<file path="src/verilog/mips_pkg.sv">
`default_nettype none

package mips_pkg;

	typedef enum logic [5:0] {
		OP_SPECIAL = 6'b000000, // R-type, decoded further by funct
		OP_J       = 6'b000010,
		OP_JAL     = 6'b000011,
		OP_BEQ     = 6'b000100,
		OP_BNE     = 6'b000101,
		OP_ADDIU   = 6'b001001,
		OP_SLTI    = 6'b001010,
		OP_SLTIU   = 6'b001011,
		OP_ANDI    = 6'b001100,
		OP_ORI     = 6'b001101,
		OP_XORI    = 6'b001110,
		OP_LUI     = 6'b001111,
		OP_LW      = 6'b100011,
		OP_SW      = 6'b101011
	} opcode_t;

	typedef enum logic [5:0] {
		FN_SLL  = 6'b000000,
		FN_SRL  = 6'b000010,
		FN_JR   = 6'b001000,
		FN_JALR = 6'b001001,
		FN_ADDU = 6'b100001,
		FN_SUBU = 6'b100011,
		FN_AND  = 6'b100100,
		FN_OR   = 6'b100101,
		FN_XOR  = 6'b100110,
		FN_SLT  = 6'b101010,
		FN_SLTU = 6'b101011
	} funct_t;

	typedef enum logic [3:0] {
		ALU_ADD,
		ALU_SUB,
		ALU_AND,
		ALU_OR,
		ALU_XOR,
		ALU_SLT,
		ALU_SLTU,
		ALU_SLL,
		ALU_SRL,
		ALU_LUI
	} alu_op_t;

	typedef enum logic [1:0] {
		WB_ALU,  // ALU result
		WB_MEM,  // Loaded word
		WB_LINK  // Return address
	} wb_sel_t;

	typedef struct packed {
		opcode_t    op;
		logic [4:0] rs;
		logic [4:0] rt;
		logic [4:0] rd;
		logic [4:0] shamt;
		funct_t     funct;
	} instr_t;

	typedef struct packed {
		logic    reg_write;
		logic    dst_rd;       // Destination rd, else rt
		logic    dst_link;     // Destination $31
		logic    alu_imm;      // Operand B from immediate
		logic    imm_zero_ext; // Logic immediates
		alu_op_t alu_op;
		wb_sel_t wb_sel;
		logic    mem_read;
		logic    mem_write;
		logic    branch_eq;
		logic    branch_ne;
		logic    jump;         // 26-bit target
		logic    jump_reg;     // Target from rs
	} ctrl_t;

	localparam ctrl_t CTRL_NOP = '{alu_op: ALU_ADD, wb_sel: WB_ALU, default: 1'b0};

	localparam logic [31:0] RESET_VECTOR = 32'hBFC00000;
	localparam logic [4:0]  LINK_REG     = 5'd31;
	localparam logic [4:0]  V0_REG       = 5'd2;

endpackage

`default_nettype wire
</file>
<file path="src/verilog/mips_cpu_harvard.sv">
`timescale 1ns/1ps
`default_nettype none

module mips_cpu_harvard (
	input  logic        clk,
	input  logic        reset,
	output logic        active,
	output logic [31:0] register_v0,
	input  logic        clk_enable,
	output logic [31:0] instr_address,
	input  logic [31:0] instr_readdata,
	output logic [31:0] data_address,
	output logic        data_write,
	output logic        data_read,
	output logic [31:0] data_writedata,
	input  logic [31:0] data_readdata
);

	mips_pkg::instr_t instr;
	mips_pkg::ctrl_t  ctrl;
	logic [31:0]      rs_value;
	logic [31:0]      rt_value;
	logic [31:0]      imm_ext;
	logic [31:0]      alu_b;
	logic [31:0]      alu_result;
	logic [31:0]      wb_data;
	logic [31:0]      pc_plus4;
	logic [4:0]       dst_reg;
	logic             equal;
	logic             step;

	assign instr = mips_pkg::instr_t'(instr_readdata);

	mips_control u_control (.instr(instr), .ctrl(ctrl));

	// Zero-extend logic immediates, sign-extend the rest (branches included)
	assign imm_ext = ctrl.imm_zero_ext ? {16'h0000, instr_readdata[15:0]} :
		{{16{instr_readdata[15]}}, instr_readdata[15:0]};

	assign alu_b   = ctrl.alu_imm ? imm_ext : rt_value; // Operand B
	assign dst_reg = ctrl.dst_link ? mips_pkg::LINK_REG :
		(ctrl.dst_rd ? instr.rd : instr.rt);

	always_comb begin
		case (ctrl.wb_sel)
			mips_pkg::WB_MEM:  wb_data = data_readdata; // Same-cycle load
			mips_pkg::WB_LINK: wb_data = pc_plus4;      // No delay slot
			default:           wb_data = alu_result;
		endcase
	end

	mips_regfile u_regfile (
		.clk(clk), .reset(reset),
		.write_en(step && ctrl.reg_write), // Only on retiring edges
		.read_addr_a(instr.rs), .read_addr_b(instr.rt), .write_addr(dst_reg),
		.write_data(wb_data),
		.read_data_a(rs_value), .read_data_b(rt_value), .v0(register_v0)
	);

	mips_alu u_alu (
		.op(ctrl.alu_op), .a(rs_value), .b(alu_b), .shamt(instr.shamt),
		.result(alu_result), .zero(equal)
	);

	mips_fetch u_fetch (
		.clk(clk), .reset(reset), .clk_enable(clk_enable),
		.ctrl(ctrl), .equal(equal), .rs_value(rs_value),
		.imm_ext(imm_ext), .target(instr_readdata[25:0]),
		.pc(instr_address), .pc_plus4(pc_plus4),
		.active(active), .step(step)
	);

	assign data_address   = alu_result; // Effective address
	assign data_writedata = rt_value;
	assign data_write     = step && ctrl.mem_write; // Strobes low when stalled or halted
	assign data_read      = step && ctrl.mem_read;

endmodule

`default_nettype wire

</file>
<file path="src/verilog/mips_fetch.sv">
`timescale 1ns/1ps
`default_nettype none

module mips_fetch (
	input  logic            clk,
	input  logic            reset,
	input  logic            clk_enable,
	input  mips_pkg::ctrl_t ctrl,
	input  logic            equal,
	input  logic [31:0]     rs_value,
	input  logic [31:0]     imm_ext,
	input  logic [25:0]     target,
	output logic [31:0]     pc,
	output logic [31:0]     pc_plus4,
	output logic            active,
	output logic            step
);

	logic [31:0] pc_next;
	logic [31:0] branch_target;
	logic        take_branch;

	assign step          = clk_enable && active; // Retire qualifier
	assign pc_plus4      = pc + 32'd4;
	assign branch_target = pc_plus4 + {imm_ext[29:0], 2'b00}; // Word offset
	assign take_branch   = (ctrl.branch_eq && equal) || (ctrl.branch_ne && !equal);

	always_comb begin
		if (ctrl.jump_reg) begin
			pc_next = rs_value; // JR / JALR
		end else if (ctrl.jump) begin
			pc_next = {pc[31:28], target, 2'b00}; // Same 256 MB region
		end else if (take_branch) begin
			pc_next = branch_target;
		end else begin
			pc_next = pc_plus4;
		end
	end

	always_ff @(posedge clk or posedge reset) begin
		if (reset) begin
			pc     <= mips_pkg::RESET_VECTOR;
			active <= 1'b1;
		end else if (step) begin
			pc <= pc_next;
			if (pc_next == 32'd0) begin
				active <= 1'b0; // Jump to zero halts, PC then holds
			end
		end
	end

endmodule

`default_nettype wire

</file>
<file path="src/verilog/mips_alu.sv">
`timescale 1ns/1ps
`default_nettype none

module mips_alu (
	input  mips_pkg::alu_op_t op,
	input  logic [31:0]       a,
	input  logic [31:0]       b,
	input  logic [4:0]        shamt,
	output logic [31:0]       result,
	output logic              zero
);

	always_comb begin
		case (op)
			mips_pkg::ALU_ADD:  result = a + b; // No overflow trap
			mips_pkg::ALU_SUB:  result = a - b;
			mips_pkg::ALU_AND:  result = a & b;
			mips_pkg::ALU_OR:   result = a | b;
			mips_pkg::ALU_XOR:  result = a ^ b;
			mips_pkg::ALU_SLT:  result = {31'd0, $signed(a) < $signed(b)};
			mips_pkg::ALU_SLTU: result = {31'd0, a < b};
			mips_pkg::ALU_SLL:  result = b << shamt; // Shifts act on rt
			mips_pkg::ALU_SRL:  result = b >> shamt;
			mips_pkg::ALU_LUI:  result = {b[15:0], 16'h0000};
			default:            result = '0;
		endcase
	end

	// Equality rather than result==0, so BEQ/BNE need no SUB
	assign zero = (a == b);

endmodule

`default_nettype wire

</file>
<file path="src/verilog/mips_regfile.sv">
`timescale 1ns/1ps
`default_nettype none

module mips_regfile (
	input  logic        clk,
	input  logic        reset,
	input  logic        write_en,
	input  logic [4:0]  read_addr_a,
	input  logic [4:0]  read_addr_b,
	input  logic [4:0]  write_addr,
	input  logic [31:0] write_data,
	output logic [31:0] read_data_a,
	output logic [31:0] read_data_b,
	output logic [31:0] v0
);

	logic [31:0] regs [32]; // GPR array

	always_ff @(posedge clk or posedge reset) begin
		if (reset) begin
			for (int i = 0; i < 32; i++) begin
				regs[i] <= '0;
			end
		end else if (write_en && (write_addr != 5'd0)) begin // $0 never written
			regs[write_addr] <= write_data;
		end
	end

	assign read_data_a = regs[read_addr_a]; // Combinational reads
	assign read_data_b = regs[read_addr_b];
	assign v0          = regs[mips_pkg::V0_REG]; // Always visible

endmodule

`default_nettype wire

</file>
<file path="src/verilog/mips_control.sv">
`timescale 1ns/1ps
`default_nettype none

module mips_control (
	input  mips_pkg::instr_t instr,
	output mips_pkg::ctrl_t  ctrl
);

	always_comb begin
		ctrl = mips_pkg::CTRL_NOP; // Undefined codes fall through as no-op
		case (instr.op)
			mips_pkg::OP_SPECIAL: begin
				ctrl.reg_write = 1'b1; // Most R-types write rd
				ctrl.dst_rd    = 1'b1;
				case (instr.funct)
					mips_pkg::FN_ADDU: ctrl.alu_op = mips_pkg::ALU_ADD;
					mips_pkg::FN_SUBU: ctrl.alu_op = mips_pkg::ALU_SUB;
					mips_pkg::FN_AND:  ctrl.alu_op = mips_pkg::ALU_AND;
					mips_pkg::FN_OR:   ctrl.alu_op = mips_pkg::ALU_OR;
					mips_pkg::FN_XOR:  ctrl.alu_op = mips_pkg::ALU_XOR;
					mips_pkg::FN_SLT:  ctrl.alu_op = mips_pkg::ALU_SLT;
					mips_pkg::FN_SLTU: ctrl.alu_op = mips_pkg::ALU_SLTU;
					mips_pkg::FN_SLL:  ctrl.alu_op = mips_pkg::ALU_SLL; // Shift rt by shamt
					mips_pkg::FN_SRL:  ctrl.alu_op = mips_pkg::ALU_SRL;
					mips_pkg::FN_JR: begin
						ctrl.reg_write = 1'b0; // No link
						ctrl.jump_reg  = 1'b1;
					end
					mips_pkg::FN_JALR: begin
						ctrl.jump_reg = 1'b1;
						ctrl.wb_sel   = mips_pkg::WB_LINK; // Link into rd
					end
					default: ctrl = mips_pkg::CTRL_NOP; // Unknown funct
				endcase
			end
			mips_pkg::OP_ADDIU: begin
				ctrl.reg_write = 1'b1;
				ctrl.alu_imm   = 1'b1;
				ctrl.alu_op    = mips_pkg::ALU_ADD;
			end
			mips_pkg::OP_ANDI, mips_pkg::OP_ORI, mips_pkg::OP_XORI: begin
				ctrl.reg_write    = 1'b1;
				ctrl.alu_imm      = 1'b1;
				ctrl.imm_zero_ext = 1'b1; // Logic ops zero-extend
				ctrl.alu_op       = (instr.op == mips_pkg::OP_ANDI) ? mips_pkg::ALU_AND :
					(instr.op == mips_pkg::OP_ORI) ? mips_pkg::ALU_OR : mips_pkg::ALU_XOR;
			end
			mips_pkg::OP_SLTI, mips_pkg::OP_SLTIU: begin
				ctrl.reg_write = 1'b1;
				ctrl.alu_imm   = 1'b1; // Sign-extended even for SLTIU
				ctrl.alu_op    = (instr.op == mips_pkg::OP_SLTI) ? mips_pkg::ALU_SLT :
					mips_pkg::ALU_SLTU;
			end
			mips_pkg::OP_LUI: begin
				ctrl.reg_write = 1'b1;
				ctrl.alu_imm   = 1'b1;
				ctrl.alu_op    = mips_pkg::ALU_LUI;
			end
			mips_pkg::OP_LW: begin
				ctrl.reg_write = 1'b1;
				ctrl.alu_imm   = 1'b1; // Base plus offset
				ctrl.wb_sel    = mips_pkg::WB_MEM;
				ctrl.mem_read  = 1'b1;
			end
			mips_pkg::OP_SW: begin
				ctrl.alu_imm   = 1'b1;
				ctrl.mem_write = 1'b1;
			end
			mips_pkg::OP_BEQ: ctrl.branch_eq = 1'b1; // Uses ALU equal flag
			mips_pkg::OP_BNE: ctrl.branch_ne = 1'b1;
			mips_pkg::OP_J:   ctrl.jump      = 1'b1;
			mips_pkg::OP_JAL: begin
				ctrl.jump      = 1'b1;
				ctrl.reg_write = 1'b1;
				ctrl.dst_link  = 1'b1; // Link into $31
				ctrl.wb_sel    = mips_pkg::WB_LINK;
			end
			default: ctrl = mips_pkg::CTRL_NOP;
		endcase
	end

endmodule

`default_nettype wire

</file>
<file path="config.mk">
export PLATFORM = sky130hd
export DESIGN_NAME = mips_cpu_harvard
export DESIGN_NICKNAME = d
export VERILOG_FILES = /design/src/verilog/mips_pkg.sv /design/src/verilog/mips_cpu_harvard.sv /design/src/verilog/mips_fetch.sv /design/src/verilog/mips_alu.sv /design/src/verilog/mips_regfile.sv /design/src/verilog/mips_control.sv
export SDC_FILE = /design/constraint.sdc
export NUM_CORES = 2
export LEC_CHECK = 0
export BUFFER_PORTS_ARGS = -buffer_cell sky130_fd_sc_hd__buf_2
export CAP_MARGIN = 15
export CELL_PAD_IN_SITES_DETAIL_PLACEMENT = 1
export CELL_PAD_IN_SITES_GLOBAL_PLACEMENT = 2
export CORE_MARGIN = 4
export CORE_UTILIZATION = 42
export DETAILED_ROUTE_END_ITERATION = 10
export HOLD_SLACK_MARGIN = 0.12
export PLACE_DENSITY_LB_ADDON = 0.1
export SYNTH_ARGS = -nofsm -noshare
export SYNTH_HDL_FRONTEND = slang
export SYNTH_SLANG_ARGS = --single-unit
export TNS_END_PERCENT = 100
</file>
<file path="constraint.sdc">
create_clock -name clk -period 36.7 [get_ports clk]
set_clock_uncertainty 0.1 [all_clocks]
set_input_delay 3.67 -clock clk [delete_from_list [all_inputs] [get_ports clk]]
set_output_delay 3.67 -clock clk [all_outputs]
set_load 0.05 [all_outputs]
</file>
* Yosys cells after proc, flatten, opt, wreduce, memory -nomap -nowiden *
Cells that the tools add are included.
Widths: inputs -> output; s select.

operators by class
  $add $sub $neg = 4
  order comparisons = 6
  eq/ne operators = 35
  shifts and indexed selects = 2
  muxes and demuxes = 39
  bitwise logic cells = 6
  reductions and logical operators = 24

operator list
  kind                   number
  $bwmux 1024            1
  $bmux 32 s5            2
  $mux 32                10
  $pmux 32 s10           1
  $demux 32 s5           1
  $add 32x32->32         2
  $lt 32x32->1           2
  $pmux 32 s2            1
  $eq 6x4->1 const B     9
  $eq 6x6->1 const B     9
  $add 32x3->32 const B  1
  $and 32x32->32         1
  $eq 32x32->1           1
  $logic_not 32->1       1
  $or 32x32->32          1
  $pmux 4 s8             1
  $shl 32x5->32          1
  $shr 32x5->32          1
  $sub 32x32->32         1
  $xor 32x32->32         1
  $eq 6x2->1 const B     3
  $ge 6x6->1 const B     3
  $not 5->6              3
  $reduce_or 9->1        2
  other kinds (27)       57

storage, ports and cells
  flip-flop bits (word level) = 1,057
  input bits = 67
  logic and storage cells = 150

* Longest topological paths before layout *
  word-level depth = 15
  mapped depth = 27
  mapped depth without buffers = 19

* By module *
A second synthesis with hierarchy kept.

second synthesis, totals
  cell total of the unflattened synthesis = 6,757
  area, all modules = 71,009.4 µm²

modules (own cells, without submodules)
  module            times used  cells each  area each (µm²)  sequential area each (µm²)
  mips_regfile      1           4,634       56,180.1         25,624.6
  mips_alu          1           1,259       8,464.4          0.0
  mips_fetch        1           597         4,468.0          838.3
  mips_cpu_harvard  1           182         1,383.8          0.0
  mips_control      1           85          513.0            0.0

* Least setup slack after synthesis *
Ideal clock, no wire load.

  kind = in2out
  start = in instr_readdata[18]
  end = out data_address[30]
  arrival time = 9.457 ns
  data required time = 32.930 ns
  path slack = 23.473 ns
  stages on the path = 22
  buffers on the path = 5
  path through = buf_2 > and2_1 > buf_2 > buf_2 > buf_2 > a22oi_1 > a21oi_1 > nor4_1 > nand2_1 > nand2_1 > ha_1 > nor2b_1 > o311ai_0 > a21oi_1 > a2bb2oi_1 > a211oi_1 > a21oi_1 > o21ai_0 > mux2i_1 > nor3_2 > buf_2 > nand2_1

on the way
  word-level cells in the longest chain between the ends = 7
  elaborated cells between the ends (all ways) = 13
  classes of those cells = 2 x add/sub; 2 x shift; 5 x mux; 4 x bitwise

ends and longest elaborated chain
  item                                             RTL line                text
  start, declared                                  mips_cpu_harvard.sv:11  input logic [31:0] instr_readdata,
  $not 5->6 (implied by the code) (*)              mips_regfile.sv:30      assign read_data_b = regs[read_addr_b];
  $bmux 32 s5 (*)                                  mips_regfile.sv:30
  $mux 32 (implied by the code) (*) (2 in series)  mips_regfile.sv:30
  net data_writedata[2]                            mips_cpu_harvard.sv:15  output logic [31:0] data_writedata,
  $mux 32 (*)                                      mips_cpu_harvard.sv:40  assign alu_b = ctrl.alu_imm ? imm_ext : rt_value;
  $sub 32x32->32, or another cell as far along     mips_alu.sv:16          mips_pkg::ALU_SUB: result = a - b;
  $pmux 32 s10 (*)                                 mips_alu.sv:14          case (op)
  end, declared                                    mips_cpu_harvard.sv:12  output logic [31:0] data_address,

The timed path passes the listed nets; every way through them passes the cells marked *. The select of a mux whose other input is x is not followed.

* Worst setup path after layout *
  start = in instr_readdata[17]
  end = out data_address[30]

on the way
  word-level cells in the longest chain between the ends = 7
  elaborated cells between the ends (all ways) = 13
  classes of those cells = 2 x add/sub; 2 x shift; 5 x mux; 4 x bitwise

ends and longest elaborated chain
  item                                             RTL line
  $not 5->6 (implied by the code) (*)              mips_regfile.sv:30
  $bmux 32 s5 (*)                                  mips_regfile.sv:30
  $mux 32 (implied by the code) (*) (2 in series)  mips_regfile.sv:30
  $mux 32 (*)                                      mips_cpu_harvard.sv:40
  $sub 32x32->32, or another cell as far along     mips_alu.sv:16
  $pmux 32 s10 (*)                                 mips_alu.sv:14

Every way passes the cells marked *; elsewhere a longest branch is shown, timed or not. The select of a mux whose other input is x is not followed.

==> metrics list <==
- During I/O placement, the number of pins put on the boundary was 198.
- Die Ht: 421 um
- After the first detailed-routing iteration, the DRC count stood at 7994.
- The max-slew violation count came to 0.
- Clock slew at the register clock pins of the worst setup and hold paths: 60 ps
* Vias in the first global route: 66000
- Of all nets on the critical path, the largest fanout is 54.
- Clock tree synthesis selected as its root buffer the cell sky130_fd_sc_hd__clkbuf_16.
* Synthesized-area fraction occupied by xor and xnor cells: 0.842%
- Worst setup EP type: output pin
- Warning count from the yosys run: 0
- The number of buffers and inverters on the critical path is 7.
* Post-synthesis average cell area: 10.1 sq um
* Library cell appearing most often on the critical path: sky130_fd_sc_hd__buf_4
- Critical path start-end classification: in -> out
* Multiplexer area fraction after synthesis: 26.0%
- The floorplan step defined a die boundary enclosing 178000 sq um.
- CTS saw 1057 sinks.
- The pre-antenna-repair detailed-routing pass consisted of 6 iterations.
- Setup-violating endpoint count in the final report: 0
* Flip-flop and latch count after synthesis: 1057
* Overflow left after global routing: 0
- After technology mapping, the gate count stands at 7132.
* Count of distinct cell types in the synthesized netlist: 114
- Data on the critical path arrives at its endpoint at 13060 ps.
* Non-Filler Cell Area, Final: 79300 sq um
* Number of setup buffers added after CTS: 0
- Detailed-route via count: 66200
- Adder-Cell Fraction of Synth Area: 2.37%
- Counting flops with an async set or reset pin after synthesis yields a share of 100%.
- In the synthesized netlist the dominant register cell turns out to be sky130_fd_sc_hd__dfrtp_1.
- The number of gates resized after CTS was 0.
* Nets in the synthesized netlist: 7333
* Final worst path period need: 16830 ps
- In this run the horizontal extent of the chip is 421 um.
* Count of H-tree levels built during CTS: 3
* GRT Resource Usage Total: 42.7%
- After detailed routing, the average wire length per cell comes to 41.7 um.
- Post-Synthesis Cell Area: 71800 sq um
- Inserted Clock Buffers: 117
- Port buffer count: 197
* Row count: 151
* Share of post-route cells with drive strength above 1: 23.4%
- The number of hold violations in the final report was 0.
* Synth-to-layout area growth: 10.5%
* Combinational family with the most area after synthesis: multiplexers
* Startpoint types: primary input
* Max_slew headroom: 2.26%
- Worst min path class: reg -> reg
- Data on the critical path is required at its endpoint by 32930 ps.
* Number of enable flip-flop cells after synthesis: 0
- TritonCTS clock tree: yes
- Pwr Density: 40.3 nW/um^2
* Max Fclk: 0.0594 GHz
- Once the floorplan was initialized, standard cells occupied 42.3% of the core.
- Maximum number of pins on one net before global-route repair: 129
- Result of the run: finished clean
- Number of hold buffers added after CTS: 0
- Net total in the final layout: 7246
* Worst ir drop on vdd: 45.4 uV
- Summing the areas of all compound-gate instances in the mapped netlist gives 17.4% of the synthesized area.
* Period utilisation layout: 45.9%
* Placement-stage cell area: 75200 sq um
- Detailed-placement wirelength estimate: 269000 um
- At the later pin of the worst-skew pair, clock insertion delay measures 790 ps.
- Summed over all cells, the static leakage comes to 36.0 nW.
- Post-detailed-route via-to-cell ratio: 7.07
- Number of violations of the max-capacitance limit: 0
- Routed wire length: 390000 um
- Setup repair after global routing left no endpoint under its margin.
- Worst path top cell family by delay: buffers and inverters
- Number of antenna violations at the first check in global routing: 23
- Area share of and/or/nand/nor cells after synthesis: 11.3%
- Wire length of the first global-routing pass: 542000 um
- For the pin with the worst max-slew slack, the measured transition is 1470 ps.
- After synthesis, flip-flops and latches occupy 36.9% of the total area.
- In the routed design, unresolved DRC markers number 0.
- Cells along the critical path: buf_8, buf_4, buf_4, buf_4, mux2i_1, a22oi_1, a21oi_1, nor4_2, buf_4, mux2i_1, buf_4, ha_1, nor4_1, nand2b_1, nor2_1, a2bb2oi_1, a211oi_1, a21oi_1, o21ai_0, mux2i_1, nor3_2, nand2_1, buf_2
- Max Root-Sink Buffers: 3
- Routability-driven placement finished with a final weighted congestion of 1.04.
- Setup total negative slack on the finished layout was measured at 0 ps.
- The detail route stage leaves a number of antenna-violating nets equal to 0.
* Worst path slowest cell: sky130_fd_sc_hd__mux2i_1
* Floorplan Core Area: 170000 sq um
- Maximum cell stage delay along the critical path: 1030 ps
## flip-flops by register name (all words and copies together) (netlist names)
| signal | flops |
|---|---|
| u_fetch.active | 1 |
| u_fetch.pc | 32 |
| u_regfile.regs | 992 |
| u_regfile.v0 | 32 |
## path summary, 6_finish.rpt
path / from / to / slack [ps] / cells past startpoint
min reg2reg: u_regfile.regs[997]$_DFFE_PP0P_ / u_regfile.regs[997]$_DFFE_PP0P_ / 300 / 0
max in group asynchronous: reset / u_regfile.regs[729]$_DFFE_PP0P_ / 30020 / 6
min: u_regfile.regs[997]$_DFFE_PP0P_ / u_regfile.regs[997]$_DFFE_PP0P_ / 300 / 0
max: instr_readdata[17] / data_address[30] / 19870 / 23
max reg2reg: u_regfile.v0[18]$_DFFE_PP0P_ / u_fetch.active$_DFFE_PP1P_ / 27790 / 17
min in group asynchronous: reset / u_regfile.regs[284]$_DFFE_PP0P_ / 2920 / 2
## per-layer routing
metal	up-vias	global-route usage [%]	part of all wire [%]
met2	3810	64.8	43
li1	26600	-	-
met4	20	28.3	8.2
met3	1100	9.51	9.0
met5	-	0	0.035
met1	34600	54.9	39
## worst register-to-register path, cell delays in order, from the launching register on
cell	delay, ps
sky130_fd_sc_hd__dfrtp_1	510
sky130_fd_sc_hd__mux4_2	510
sky130_fd_sc_hd__mux2_2	310
sky130_fd_sc_hd__a32oi_2	330
sky130_fd_sc_hd__a31oi_1	330
sky130_fd_sc_hd__nor2_1	1090
sky130_fd_sc_hd__ha_1	640
sky130_fd_sc_hd__nand3_1	250
sky130_fd_sc_hd__nor4_1	810
sky130_fd_sc_hd__a31oi_1	570
sky130_fd_sc_hd__nor2_2	230
sky130_fd_sc_hd__buf_4	340
sky130_fd_sc_hd__a211oi_1	110
sky130_fd_sc_hd__a211oi_1	1030
sky130_fd_sc_hd__a2bb2oi_1	780
sky130_fd_sc_hd__or4bb_1	460
sky130_fd_sc_hd__nor4_1	310
sky130_fd_sc_hd__a21boi_1	120
## placed cells by master (no fill, tap or decap), types with 189 or more instances in the layout
master / netlist / layout
sky130_fd_sc_hd__nor2_1: 304 / 286
sky130_fd_sc_hd__buf_4: 65 / 290
sky130_fd_sc_hd__dfrtp_1: 1047 / 1047
sky130_fd_sc_hd__o21ai_0: 553 / 551
sky130_fd_sc_hd__nand2_1: 821 / 789
sky130_fd_sc_hd__a22oi_1: 305 / 305
sky130_fd_sc_hd__buf_2: 137 / 189
sky130_fd_sc_hd__a21oi_1: 262 / 258
sky130_fd_sc_hd__mux2_2: 501 / 501
sky130_fd_sc_hd__mux2i_1: 658 / 656
sky130_fd_sc_hd__mux4_2: 284 / 284
## stage by stage
step	setup slack [ps]	util (%)	hold slack (ps)	power [mW]	cells
finish	19870	46.7	303	3.20	9368
global route	19600	46.7	310	3.27	9360
CTS	20220	46.7	301	3.18	9355
detailed placement	20220	44.3	287	1.92	9140
global placement	20450	44.3	282	1.92	9139
floorplan	3190	-	341	1.61	7132
## cell usage after synthesis, types with 31 or more instances
cell type / number / share of area, %
sky130_fd_sc_hd__nand2_1: 821 / 4.3
sky130_fd_sc_hd__a21o_1: 42 / 0.44
sky130_fd_sc_hd__a21oi_1: 262 / 1.8
sky130_fd_sc_hd__buf_1: 48 / 0.25
sky130_fd_sc_hd__o21ai_1: 55 / 0.38
sky130_fd_sc_hd__nor2b_1: 43 / 0.37
sky130_fd_sc_hd__o31ai_1: 50 / 0.52
sky130_fd_sc_hd__o211ai_1: 47 / 0.49
sky130_fd_sc_hd__ha_1: 131 / 2.3
sky130_fd_sc_hd__a22oi_1: 305 / 3.2
sky130_fd_sc_hd__nand4_1: 59 / 0.51
sky130_fd_sc_hd__mux2i_1: 658 / 9.2
sky130_fd_sc_hd__a31oi_1: 65 / 0.57
sky130_fd_sc_hd__buf_4: 65 / 0.68
sky130_fd_sc_hd__dfrtp_1: 1047 / 37
sky130_fd_sc_hd__nor4_1: 43 / 0.37
sky130_fd_sc_hd__xnor2_1: 45 / 0.55
sky130_fd_sc_hd__mux2_2: 501 / 7.9
sky130_fd_sc_hd__nand3_1: 147 / 1.0
sky130_fd_sc_hd__a221oi_1: 67 / 0.82
sky130_fd_sc_hd__a211oi_1: 58 / 0.61
sky130_fd_sc_hd__mux4_2: 284 / 8.9
sky130_fd_sc_hd__inv_1: 118 / 0.62
sky130_fd_sc_hd__o21ai_0: 553 / 3.9
sky130_fd_sc_hd__o22ai_1: 31 / 0.27
sky130_fd_sc_hd__nor2_1: 304 / 1.6
sky130_fd_sc_hd__nor3_1: 84 / 0.59
sky130_fd_sc_hd__clkbuf_1: 399 / 2.1
sky130_fd_sc_hd__buf_2: 137 / 0.96
## kinds of logic (layout without fill, tap and decap cells)
group,count (synthesis),count (layout)
fa+ha+maj,134,134
xor+xnor,69,69
mux,1443,1443
flops,1057,1057
buf+inv,822,831
other cells,0,9
simple gates,1728,1728
compound gates,1879,1879
## layout make-up
class | count | area, sq um
Fill cell | 18500 | 90400
Multi-Input combinational cell | 5253 | 42200
Sequential cell | 1057 | 26500
Clock buffer | 172 | 3400
Timing Repair Buffer | 492 | 3320
Tap cell | 2218 | 2780
Clock inverter | 43 | 662
Inverter | 124 | 473
Antenna cell | 9 | 22.5
## report_power, final
group / leakage [nW] / internal [mW] / switching, mW
clock network: 1.99 / 0.729 / 0.536
logic: 19.3 / 0.181 / 0.584
registers: 14.7 / 1.17 / 0
total: 36.0 / 2.08 / 1.12
Power figures use the tool's default switching activity.
